<file path="src/rv_isa_pkg.sv">
`default_nettype none

package rv_isa_pkg;

  //////////////////////////////////////////////////////////////////////////////
  // Base sizes
  //////////////////////////////////////////////////////////////////////////////

  // RV32 only, no 64-bit loads
  localparam int XLEN = 32;

  // Base instruction length, no compressed forms here
  localparam int ILEN = 32;

  // Architectural integer registers
  localparam int REG_N = 32;
  localparam int REG_IDX_W = $clog2(REG_N);

  // Register index as carried through the pipe
  typedef logic [REG_IDX_W-1:0] reg_idx_t;

  //////////////////////////////////////////////////////////////////////////////
  // Instruction field positions
  //////////////////////////////////////////////////////////////////////////////

  // Major opcode, low two bits always 2'b11 for 32-bit forms
  localparam int OPC_LSB = 2;
  localparam int OPC_MSB = 6;

  // Destination register
  localparam int RD_LSB = 7;
  localparam int RD_MSB = 11;

  // Minor opcode, selects load width
  localparam int F3_LSB = 12;
  localparam int F3_MSB = 14;

  //////////////////////////////////////////////////////////////////////////////
  // Major opcodes, instruction bits 6 to 2
  //////////////////////////////////////////////////////////////////////////////

  localparam logic [4:0] OPC_LOAD     = 5'b00000;
  localparam logic [4:0] OPC_MISC_MEM = 5'b00011;
  localparam logic [4:0] OPC_OP_IMM   = 5'b00100;
  localparam logic [4:0] OPC_STORE    = 5'b01000;
  localparam logic [4:0] OPC_OP       = 5'b01100;
  localparam logic [4:0] OPC_LUI      = 5'b01101;
  localparam logic [4:0] OPC_BRANCH   = 5'b11000;
  localparam logic [4:0] OPC_SYSTEM   = 5'b11100;

  //////////////////////////////////////////////////////////////////////////////
  // Load widths (funct3)
  //////////////////////////////////////////////////////////////////////////////

  // Signed loads
  localparam logic [2:0] F3_LB  = 3'b000;
  localparam logic [2:0] F3_LH  = 3'b001;
  localparam logic [2:0] F3_LW  = 3'b010;
  // Unsigned loads, bit 2 set
  localparam logic [2:0] F3_LBU = 3'b100;
  localparam logic [2:0] F3_LHU = 3'b101;

endpackage

`default_nettype wire
</file>
<file path="src/rv_pipe_pkg.sv">
`default_nettype none

package rv_pipe_pkg;

  //////////////////////////////////////////////////////////////////////////////
  // Pipeline state
  //////////////////////////////////////////////////////////////////////////////

  // Program counter value out of reset
  localparam logic [rv_isa_pkg::XLEN-1:0] PC_INIT = 'h200;

  // Cause vector width, one bit per cause
  localparam int EXC_W = 10;

  // Synchronous exception causes
  localparam int EXC_ILLEGAL          = 0;
  localparam int EXC_BREAKPOINT       = 1;
  // Memory causes, replaced by the data memory strobes
  localparam int EXC_MISALIGNED_LOAD  = 2;
  localparam int EXC_MISALIGNED_STORE = 3;
  localparam int EXC_LOAD_FAULT       = 4;
  localparam int EXC_STORE_FAULT      = 5;
  localparam int EXC_LOAD_PAGE        = 6;
  localparam int EXC_STORE_PAGE       = 7;
  // Asynchronous sources, carried only
  localparam int EXC_IRQ              = 8;
  localparam int EXC_NMI              = 9;

  // Packed cause vector, any bit set means trap
  typedef logic [EXC_W-1:0] exc_vec_t;

  //////////////////////////////////////////////////////////////////////////////
  // Decode helpers
  //////////////////////////////////////////////////////////////////////////////

  // Major opcode of a 32-bit instruction word
  function automatic logic [4:0] get_opcode(
    input logic [rv_isa_pkg::ILEN-1:0] instr
  );
    return instr[rv_isa_pkg::OPC_MSB:rv_isa_pkg::OPC_LSB];
  endfunction

  // Destination register index
  // Not qualified by opcode, the caller decides whether rd is written
  function automatic rv_isa_pkg::reg_idx_t get_rd(
    input logic [rv_isa_pkg::ILEN-1:0] instr
  );
    return instr[rv_isa_pkg::RD_MSB:rv_isa_pkg::RD_LSB];
  endfunction

endpackage

`default_nettype wire

</file>
<file path="src/rv_wb_top.sv">
`default_nettype none
`timescale 1ns/100ps

module rv_wb_top
(
  input  wire logic                        clk_i,
  input  wire logic                        rst_ni,

  // Memory stage
  input  wire logic [rv_isa_pkg::XLEN-1:0] mem_pc_i,
  input  wire logic [rv_isa_pkg::ILEN-1:0] mem_instr_i,
  input  wire logic                        mem_bubble_i,
  input  wire logic                        mem_dbg_i,
  input  wire rv_pipe_pkg::exc_vec_t       mem_exc_i,
  input  wire logic [rv_isa_pkg::XLEN-1:0] mem_r_i,
  input  wire logic [rv_isa_pkg::XLEN-1:0] mem_adr_i,

  // Data memory
  input  wire logic                        dmem_ack_i,
  input  wire logic                        dmem_err_i,
  input  wire logic                        dmem_misaligned_i,
  input  wire logic                        dmem_page_fault_i,
  input  wire logic [rv_isa_pkg::XLEN-1:0] dmem_q_i,

  // Write-back state
  output logic                             wb_stall_o,
  output logic      [rv_isa_pkg::XLEN-1:0] wb_pc_o,
  output logic      [rv_isa_pkg::ILEN-1:0] wb_instr_o,
  output logic                             wb_bubble_o,
  output logic                             wb_dbg_o,
  output rv_pipe_pkg::exc_vec_t            wb_exc_o,
  output logic                             wb_exc_any_o,
  output logic      [rv_isa_pkg::XLEN-1:0] wb_badaddr_o,
  output logic      [rv_isa_pkg::XLEN-1:0] wb_memq_o,
  output rv_isa_pkg::reg_idx_t             wb_dst_o,
  output logic      [rv_isa_pkg::XLEN-1:0] wb_r_o,
  output logic                             wb_we_o,

  // Register file read ports
  input  wire rv_isa_pkg::reg_idx_t        rs1_i,
  input  wire rv_isa_pkg::reg_idx_t        rs2_i,
  output logic      [rv_isa_pkg::XLEN-1:0] rd1_o,
  output logic      [rv_isa_pkg::XLEN-1:0] rd2_o
);

  rv_wb u_wb (.*);

  // Write port straight from the stage outputs
  rv_regfile u_regfile
  (
    .clk_i    (clk_i),
    .rst_ni   (rst_ni),
    .we_i     (wb_we_o),
    .waddr_i  (wb_dst_o),
    .wdata_i  (wb_r_o),
    .raddr1_i (rs1_i),
    .raddr2_i (rs2_i),
    .rdata1_o (rd1_o),
    .rdata2_o (rd2_o)
  );

endmodule

`default_nettype wire

</file>
<file path="src/rv_regfile.sv">
`default_nettype none
`timescale 1ns/100ps

module rv_regfile
(
  input  wire logic                        clk_i,
  input  wire logic                        rst_ni,

  // Write port from write-back
  input  wire logic                        we_i,
  input  wire rv_isa_pkg::reg_idx_t        waddr_i,
  input  wire logic [rv_isa_pkg::XLEN-1:0] wdata_i,

  // Read ports, asynchronous
  input  wire rv_isa_pkg::reg_idx_t        raddr1_i,
  input  wire rv_isa_pkg::reg_idx_t        raddr2_i,
  output logic      [rv_isa_pkg::XLEN-1:0] rdata1_o,
  output logic      [rv_isa_pkg::XLEN-1:0] rdata2_o
);

  // x0 has no storage
  logic [rv_isa_pkg::XLEN-1:0] regs [1:rv_isa_pkg::REG_N-1];

  always_ff @(posedge clk_i or negedge rst_ni)
  begin
    if (!rst_ni)
    begin
      for (int i = 1; i < rv_isa_pkg::REG_N; i++)
        regs[i] <= '0;
    end
    else if (we_i && (waddr_i != '0))
    begin
      regs[waddr_i] <= wdata_i;
    end
  end

  // Written value visible from the cycle after the write edge
  assign rdata1_o = (raddr1_i == '0) ? '0 : regs[raddr1_i];
  assign rdata2_o = (raddr2_i == '0) ? '0 : regs[raddr2_i];

endmodule

`default_nettype wire

</file>
<file path="src/rv_wb.sv">
`default_nettype none
`timescale 1ns/100ps

module rv_wb
(
  input  wire logic                          clk_i,
  input  wire logic                          rst_ni,

  // Memory stage
  input  wire logic [rv_isa_pkg::XLEN-1:0]   mem_pc_i,
  input  wire logic [rv_isa_pkg::ILEN-1:0]   mem_instr_i,
  input  wire logic                          mem_bubble_i,
  input  wire logic                          mem_dbg_i,
  input  wire rv_pipe_pkg::exc_vec_t         mem_exc_i,
  input  wire logic [rv_isa_pkg::XLEN-1:0]   mem_r_i,
  input  wire logic [rv_isa_pkg::XLEN-1:0]   mem_adr_i,

  // Data memory, level strobes
  input  wire logic                          dmem_ack_i,
  input  wire logic                          dmem_err_i,
  input  wire logic                          dmem_misaligned_i,
  input  wire logic                          dmem_page_fault_i,
  input  wire logic [rv_isa_pkg::XLEN-1:0]   dmem_q_i,

  // Back-pressure to memory stage
  output logic                               wb_stall_o,

  // Write-back state
  output logic      [rv_isa_pkg::XLEN-1:0]   wb_pc_o,
  output logic      [rv_isa_pkg::ILEN-1:0]   wb_instr_o,
  output logic                               wb_bubble_o,
  output logic                               wb_dbg_o,
  output rv_pipe_pkg::exc_vec_t              wb_exc_o,
  output logic                               wb_exc_any_o,
  output logic      [rv_isa_pkg::XLEN-1:0]   wb_badaddr_o,

  // Early load result, feeds back before the stage register
  output logic      [rv_isa_pkg::XLEN-1:0]   wb_memq_o,

  // Register file write port
  output rv_isa_pkg::reg_idx_t               wb_dst_o,
  output logic      [rv_isa_pkg::XLEN-1:0]   wb_r_o,
  output logic                               wb_we_o
);

  logic [4:0]            opcode;
  rv_isa_pkg::reg_idx_t  dst;
  logic                  is_load;
  logic                  is_store;
  logic                  dmem_any;
  rv_pipe_pkg::exc_vec_t exc;
  logic                  exc_any;
  logic                  exc_mem_bp;

  //////////////////////////////////////////////////////////////////////////////
  // Decode and load data
  //////////////////////////////////////////////////////////////////////////////

  assign opcode   = rv_pipe_pkg::get_opcode(mem_instr_i);
  assign dst      = rv_pipe_pkg::get_rd(mem_instr_i);
  assign is_load  = (opcode == rv_isa_pkg::OPC_LOAD);
  assign is_store = (opcode == rv_isa_pkg::OPC_STORE);

  // Any answer from memory ends the wait
  assign dmem_any = dmem_ack_i | dmem_err_i | dmem_misaligned_i | dmem_page_fault_i;

  rv_load_align u_load_align
  (
    .data_i     (dmem_q_i),
    .byte_sel_i (mem_adr_i[1:0]),
    .funct3_i   (mem_instr_i[rv_isa_pkg::F3_MSB:rv_isa_pkg::F3_LSB]),
    .data_o     (wb_memq_o)
  );

  //////////////////////////////////////////////////////////////////////////////
  // Stall
  //////////////////////////////////////////////////////////////////////////////

  // Wait for memory only on a live access with no trap pending
  assign wb_stall_o = (is_load | is_store) & ~mem_bubble_i & ~(|mem_exc_i) &
                      ~wb_exc_any_o & ~dmem_any;

  //////////////////////////////////////////////////////////////////////////////
  // Exception merge
  //////////////////////////////////////////////////////////////////////////////

  always_comb
  begin
    exc = mem_exc_i;
    // Memory strobes override the incoming memory causes
    if (is_load && !mem_bubble_i)
    begin
      exc[rv_pipe_pkg::EXC_MISALIGNED_LOAD] = dmem_misaligned_i;
      exc[rv_pipe_pkg::EXC_LOAD_FAULT]      = dmem_err_i;
      exc[rv_pipe_pkg::EXC_LOAD_PAGE]       = dmem_page_fault_i;
    end
    if (is_store && !mem_bubble_i)
    begin
      exc[rv_pipe_pkg::EXC_MISALIGNED_STORE] = dmem_misaligned_i;
      exc[rv_pipe_pkg::EXC_STORE_FAULT]      = dmem_err_i;
      exc[rv_pipe_pkg::EXC_STORE_PAGE]       = dmem_page_fault_i;
    end
  end

  // Interrupts included, any set bit traps
  assign exc_any = |exc;

  // Causes that report the data address
  assign exc_mem_bp = exc[rv_pipe_pkg::EXC_MISALIGNED_LOAD]  |
                      exc[rv_pipe_pkg::EXC_MISALIGNED_STORE] |
                      exc[rv_pipe_pkg::EXC_LOAD_FAULT]       |
                      exc[rv_pipe_pkg::EXC_STORE_FAULT]      |
                      exc[rv_pipe_pkg::EXC_LOAD_PAGE]        |
                      exc[rv_pipe_pkg::EXC_STORE_PAGE]       |
                      exc[rv_pipe_pkg::EXC_BREAKPOINT];

  //////////////////////////////////////////////////////////////////////////////
  // Stage registers
  //////////////////////////////////////////////////////////////////////////////

  always_ff @(posedge clk_i or negedge rst_ni)
  begin
    if (!rst_ni)
    begin
      wb_pc_o      <= rv_pipe_pkg::PC_INIT;
      wb_dbg_o     <= 1'b0;
      wb_exc_o     <= '0;
      wb_exc_any_o <= 1'b0;
    end
    else if (!wb_stall_o)
    begin
      wb_pc_o      <= mem_pc_i;
      wb_dbg_o     <= mem_dbg_i;
      wb_exc_o     <= exc;
      wb_exc_any_o <= exc_any;
    end
  end

  // Payload, no reset
  always_ff @(posedge clk_i)
  begin
    if (!wb_stall_o)
    begin
      wb_instr_o <= mem_instr_i;
      wb_dst_o   <= dst;
      wb_r_o     <= is_load ? wb_memq_o : mem_r_i;
    end
  end

  // Trap value, sampled every clock
  always_ff @(posedge clk_i or negedge rst_ni)
  begin
    if (!rst_ni)
      wb_badaddr_o <= '0;
    else if (exc_mem_bp)
      wb_badaddr_o <= mem_adr_i;
    else if (exc[rv_pipe_pkg::EXC_ILLEGAL])
      wb_badaddr_o <= mem_instr_i[0 +: rv_isa_pkg::XLEN];
    else
      wb_badaddr_o <= '0;
  end

  //////////////////////////////////////////////////////////////////////////////
  // Write enable and bubble
  //////////////////////////////////////////////////////////////////////////////

  always_ff @(posedge clk_i or negedge rst_ni)
  begin
    if (!rst_ni)
      wb_we_o <= 1'b0;
    else if (exc_any || wb_exc_any_o)
      wb_we_o <= 1'b0;
    else
    begin
      case (opcode)
        rv_isa_pkg::OPC_STORE,
        rv_isa_pkg::OPC_BRANCH,
        rv_isa_pkg::OPC_MISC_MEM: wb_we_o <= 1'b0;
        // Loads write only once the data is in
        rv_isa_pkg::OPC_LOAD:     wb_we_o <= ~mem_bubble_i & (|dst) & ~wb_stall_o;
        default:                  wb_we_o <= ~mem_bubble_i & (|dst);
      endcase
    end
  end

  // Trap kills what follows
  always_ff @(posedge clk_i or negedge rst_ni)
  begin
    if (!rst_ni)
      wb_bubble_o <= 1'b1;
    else if (wb_exc_any_o)
      wb_bubble_o <= 1'b1;
    else if (!wb_stall_o)
      wb_bubble_o <= mem_bubble_i;
  end

endmodule

`default_nettype wire

</file>
<file path="src/rv_load_align.sv">
`default_nettype none
`timescale 1ns/100ps

module rv_load_align
(
  input  wire logic [rv_isa_pkg::XLEN-1:0] data_i,
  input  wire logic [1:0]                  byte_sel_i,
  input  wire logic [2:0]                  funct3_i,
  output logic      [rv_isa_pkg::XLEN-1:0] data_o
);

  // Bus word moved down to the addressed lane
  logic [rv_isa_pkg::XLEN-1:0] data_sh;
  logic [7:0]                  q_byte;
  logic [15:0]                 q_half;

  // Byte lane times eight gives the bit shift
  assign data_sh = data_i >> {byte_sel_i, 3'b000};
  assign q_byte  = data_sh[7:0];
  assign q_half  = data_sh[15:0];

  // Width and extension by funct3
  always_comb
  begin
    case (funct3_i)
      rv_isa_pkg::F3_LB:
        data_o = {{(rv_isa_pkg::XLEN-8){q_byte[7]}}, q_byte};
      rv_isa_pkg::F3_LH:
        data_o = {{(rv_isa_pkg::XLEN-16){q_half[15]}}, q_half};
      // Full word from the shifted lane, zero fill on an offset
      rv_isa_pkg::F3_LW:
        data_o = data_sh;
      rv_isa_pkg::F3_LBU:
        data_o = {{(rv_isa_pkg::XLEN-8){1'b0}}, q_byte};
      rv_isa_pkg::F3_LHU:
        data_o = {{(rv_isa_pkg::XLEN-16){1'b0}}, q_half};
      // Reserved encodings
      default:
        data_o = '0;
    endcase
  end

endmodule

`default_nettype wire

</file>
<file path="config.mk">
export PLATFORM = sky130hd
export DESIGN_NAME = rv_wb_top
export DESIGN_NICKNAME = d
export VERILOG_FILES = /design/src/rv_isa_pkg.sv /design/src/rv_pipe_pkg.sv /design/src/rv_wb_top.sv /design/src/rv_regfile.sv /design/src/rv_wb.sv /design/src/rv_load_align.sv
export SDC_FILE = /design/constraint.sdc
export NUM_CORES = 2
export LEC_CHECK = 0
export ABC_AREA = 1
export ABC_CLOCK_PERIOD_IN_PS = 3700
export BUFFER_PORTS_ARGS = -buffer_cell sky130_fd_sc_hd__buf_2
export CORE_MARGIN = 8
export CORE_UTILIZATION = 28
export DETAILED_ROUTE_END_ITERATION = 7
export HOLD_SLACK_MARGIN = 0.02
export PLACE_DENSITY_LB_ADDON = 0.2
export SETUP_SLACK_MARGIN = 0.4
export SYNTH_ARGS = -nofsm -noshare
export SYNTH_HDL_FRONTEND = slang
export SYNTH_SLANG_ARGS = --single-unit
</file>
<file path="constraint.sdc">
create_clock -name clk_i -period 3.7 [get_ports clk_i]
set_input_delay 0.74 -clock clk_i [delete_from_list [all_inputs] [get_ports clk_i]]
set_output_delay 0.74 -clock clk_i [all_outputs]
set_load 0.01 [all_outputs]
</file>
* Word-level counts from Yosys, hierarchy flattened
Index checks and enable logic that the tools add are counted.
** Cells by class
- Magnitude comparators :: 4
- Equality and inequality tests :: 8
- Shifts and indexed selects :: 1
- Muxes and demuxes :: 25
- Bitwise operators :: 24
- Reductions and logical operators :: 15
** Operators with widths (count)
- $bwmux W992 :: 1
- $bmux W32 S5 :: 2
- $mux W32 :: 10
- $demux W32 S5 :: 1
- $pmux W32 S5 :: 1
- $shr A32 B5 Y32 :: 1
- $reduce_or A10 Y1 :: 2
- $ge A6 B6 Y1 const B :: 3
- $not A5 Y6 :: 3
- $logic_not A5 Y1 :: 3
- $or A1 B1 Y1 :: 10
- $mux W1 :: 9
- $and A1 B1 Y1 :: 6
- $eq A3 B3 Y1 const B :: 2
- $lt A6 B1 Y1 const B :: 1
- $eq A5 B2 Y1 const B :: 1
- $eq A5 B4 Y1 const B :: 1
- $eq A5 B5 Y1 const B :: 1
- $not A1 Y1 :: 5
- $reduce_bool A5 Y1 :: 1
- $reduce_or A5 Y1 :: 1
- $logic_and A1 B1 Y1 :: 4
- $eq A3 B1 Y1 const B :: 1
- $eq A3 B2 Y1 const B :: 1
- 6 further kinds :: 6
** Storage, ports and cells
- Register bits :: 1139
- Input bits :: 188

* Depth between registers and ports, before layout
- Depth after elaboration :: 10
- Mapped depth :: 12

* By module
Synthesis repeated with hierarchy kept, for this count alone.
** Second synthesis, totals
- Cells, all modules :: 9987
- Area total of the unflattened synthesis :: 65316.4 µm²
** By module, submodules not included
- rv_regfile :: instances 1, cells each 9248, area each 58432.3 µm², sequential area each 24823.8 µm²
- rv_wb :: instances 1, cells each 547, area each 5879.4 µm², sequential area each 3876.2 µm²
- rv_load_align :: instances 1, cells each 192, area each 1004.7 µm², sequential area each 0.0 µm²

* Worst setup path before layout
Ideal clock, no wire load.
- Kind :: input to register
- Start point :: input port mem_exc_i[0]
- End point :: register u_wb.wb_dst_o[0] (enable)
- Arrival :: 3.275 ns
- Path slack :: -0.028 ns
- Stages :: 6
- Path through :: clkbuf_1 -> nor3_1 -> nand2_1 -> nor2_1 -> nand2_1 -> clkbuf_1
** On the way
- Word-level cells in the longest chain between the ends :: 5
** RTL lines
- start, declared :: line rv_wb_top.sv:14 : input wire rv_pipe_pkg::exc_vec_t mem_exc_i,
- $reduce_or A10 Y1 :: line rv_wb.sv:80 : assign wb_stall_o = (is_load | is_store) & ~mem_bubble_i & ~(|mem_exc_i) &
- $not A1 Y1 :: line rv_wb.sv:80
- $and A1 B1 Y1 (2 in a row) :: line rv_wb.sv:80
- $and A1 B1 Y1 :: line rv_wb.sv:81 : ~wb_exc_any_o & ~dmem_any;
- end signal, assigned :: line rv_wb.sv:145 : wb_dst_o <= dst;
- end, declared :: line rv_wb.sv:41 : output rv_isa_pkg::reg_idx_t wb_dst_o,
Every way passes these cells.
A chain may end at the register's enable or synchronous reset.

* Worst setup path after layout
- Start point :: input port rs2_i[0]
- End point :: output port rd2_o[28] (netlist bit)
** On the way
- Word-level cells in the longest chain between the ends :: 5
- Elaborated cells between the ends (all ways) :: 6
** RTL lines
- start, declared :: line rv_wb_top.sv:41 : input wire rv_isa_pkg::reg_idx_t rs2_i,
- $not A5 Y6 (not written as such) :: line rv_regfile.sv:39 : assign rdata2_o = (raddr2_i == '0) ? '0 : regs[raddr2_i];
- $bmux W32 S5 :: line rv_regfile.sv:39
- $mux W32 (not written as such) (2 in a row) :: line rv_regfile.sv:39
- $mux W32 * :: line rv_regfile.sv:39
- end, declared :: line rv_wb_top.sv:43 : output logic [rv_isa_pkg::XLEN-1:0] rd2_o
Every way passes the cells marked *; elsewhere a longest branch is shown, timed or not. The select of a mux whose other input is x is not followed.

==> metrics.cfg <==
[clock_tree]
insertion_delay_ps=810
cts_made_buffers=135
cts-htree-levels=4
cts-root-buf=clkbuf_16
clock_sinks=1134
clkTransAtPathRegs_ps=60
tritoncts=yes
cts_buffer_depth=3

[sta]
setup_viol=0
finalCritPeriodShare_pct=90.9
max_clock_freq_mhz=297
hold_violations=0
clock_skew_ps=34.4
hold_slack_ps=130
finalCriticalPeriod_ps=3370
worstMarginPinSlew_ps=1230
rsz0062_at_grt=yes
slew_viol_final=0
maxSlewHeadroom_pct=18.1
setup_tns_ps=0

[yosys]
ys_types=28
synth_top_family_by_area=compound AO/OA/AOI/OAI gates
synthCells=7830
syn_nets=8018
synth_compound_area_share_pct=23.3
seq_area_frac_synth_pct=48.5
synth_area_um2=59200
avgSynthCellArea_um2=7.56
synth_simple_gate_area_share_pct=20.4
yosys_warnings=0
synth_fa_ha_area_share_pct=0
synth-seq-cells=1134
synthXorXnorAreaFrac_pct=0
muxShareOfSynthArea_pct=0

[route]
drc=0
dr.pass1.iters=6
via_count=59400
wl_mm=282
drtIter0Drc=6704
ant_nets=0
wl_per_cell_um=26.0
via_per_inst=5.47

[layout]
final_common_cell=nand2_1
layoutNonFillerInstCount=10900
syn_to_final_growth_pct=19.0
final_cell_mix=nand2_1 (1830), o21ai_0 (1360), dfrtp_1 (1068)
drive_gt1_share_pct=12.0
fin_area_um2=70400
nets=8117
nFillCells=22300

[placed_design]
place_area_um2=65300
place_congestion=0.909
hpwl_mm=170
placed_cells=10600
io_buffers=431

[global_routing]
overflow=0
grt_max_degree=119
antenna_found_initial=25
grt_pass1_vias=56700
grt_pass1_wl_mm=407
grtUsageTotal_pct=24.0

[worst_setup_path]
reg2regPathDepth=6
cp_max_fo=103
cp.required_ps=2960
cp-end-kind=output port
critical_path_class=in -> out
r2r-start=u_wb.wb_we_o$_DFF_PN0_
slowest_stage=buf_16
path_cells=buf_8, buf_16, buf_4, a21oi_1, o21ai_0, o21ai_0, nand2_1, nand3_1, nand3_1, nand2_1, buf_2
critPathMaxStageDelay_ps=400
critPathLaunchType=input pin
crit_arrival_ps=2630
crit_buf_inv=4
reg2reg_to=u_regfile.regs[887]$_DFFE_PN0P_
rrSetupSlack_ps=760
crit_start=rs2_i[0]
cp_top_family=buffers and inverters

[status]
status=complete, no violations

[die]
rows=168
die_w_um=476
start_util_pct=28.2
chipHeight_um=476
die_area_um2=226000
core-area_um2=210000
io_pins=432

[worst_hold_path]
holdPathStages=3
hp-start=mem_adr_i[31]
whs_endpoint=u_wb.wb_badaddr_o[31]$_DFF_PN0_
hp-class=in -> reg

[run]
maxCapViolations=0

[power_and_ir_drop]
ir_drop_v=0.000467
p_leak_nw=30.8
p_total_w=0.0304
p_per_area_nw_per_um2=432

## worst min-delay path, cell delays in order
cell,delay [ps]
buf_2,70
nand2_1,40
nand2_1,40
## flip-flops by register name, indices dropped and copies added, names as in the netlist
| name | cells |
|---|---|
| u_regfile.regs | 992 |
| u_wb.wb_badaddr_o | 32 |
| u_wb.wb_bubble_o | 1 |
| u_wb.wb_dbg_o | 1 |
| u_wb.wb_dst_o | 4 |
| u_wb.wb_exc_any_o | 1 |
| u_wb.wb_exc_o | 10 |
| u_wb.wb_instr_o | 28 |
| u_wb.wb_pc_o | 32 |
| u_wb.wb_r_o | 32 |
| u_wb.wb_we_o | 1 |
## synth_stat cells (all sizes together)
cell | instances | area (um2)
nand2 | 1865 | 7000
o21ai | 1374 | 6880
dfrtp | 1068 | 26700
a21oi | 687 | 3440
nand3 | 626 | 3130
clkbuf | 624 | 2340
inv | 494 | 1850
nor2 | 403 | 1520
o211ai | 300 | 2250
buf | 97 | 423
o22ai | 93 | 582
edfxtp | 64 | 1920
o2111ai | 62 | 543
nand4 | 35 | 219
nor3 | 18 | 110
a311oi | 7 | 61.3
nor4 | 4 | 70.1
a31o | 3 | 26.3
clkinv | 3 | 11.3
dfstp | 2 | 52.6
o21a | 1 | 7.51
## metal layers
layer / part of all wire (%) / track usage [%] / vias up / wire length [um]
met5: 0.013 / 0 / - / 38
met1: 42 / 32.2 / 29200 / 119000
met3: 7.3 / 3.81 / 614 / 20700
li1: - / - / 26600 / -
met2: 46 / 38.5 / 2897 / 130000
met4: 4.4 / 10.2 / 8 / 12500
## final cells by class
type                       count  area, um2  area share (%)
clock inverter                39        507           0.719
timing repair buffer         682       5520            7.84
antenna                       12       30.0          0.0426
multi-input combinational   5478      26100            37.1
timing repair inverter         1       7.51          0.0107
sequential                  1134      28700            40.7
inverter                     497       1910            2.72
tap                         2805       3510            4.98
clock buffer                 204       4150            5.89
## cell families after synthesis
kind of cell	after synthesis
buffers and inverters	1218
AOI/OAI and AO/OA	2527
and+or+nand+nor	2951
DFF	1134
## power breakdown
group / internal [W] / total, W / switching, W
clock network: 0.00845 / 0.0142 / 0.00572
logic: 0.000989 / 0.00354 / 0.00255
registers: 0.0126 / 0.0127 / 0.000121
## how the worst max path moves through the flow
| stage | to | cells past startpoint |
|---|---|---|
| after global placement | rd2_o[28] | 11 |
| after detailed placement | rd1_o[21] | 11 |
| after global routing | rd2_o[29] | 11 |
| after CTS | rd2_o[25] | 9 |
| final | rd2_o[28] | 11 |
| after floorplan | rd2_o[23] | 10 |
## through the flow
step / util [%] / setup slack (ps)
floorplan: - / 759
global placement: 31.1 / 346
detailed placement: 31.1 / 345
CTS: 33.4 / 373
global route: 33.6 / 278
finish: 33.6 / 335
## what timing repair did
action                                  in CTS  in global routing
setup buffers                                1                  5
gates cloned                                 2                  7
endpoints found under the setup margin       7                 62
resized for setup                            4                 28
hold buffers                                 1                  0
pin swaps                                    1                  1
hold endpoints to repair                    24                  0
Note: power is estimated with default switching activity, not from simulation.
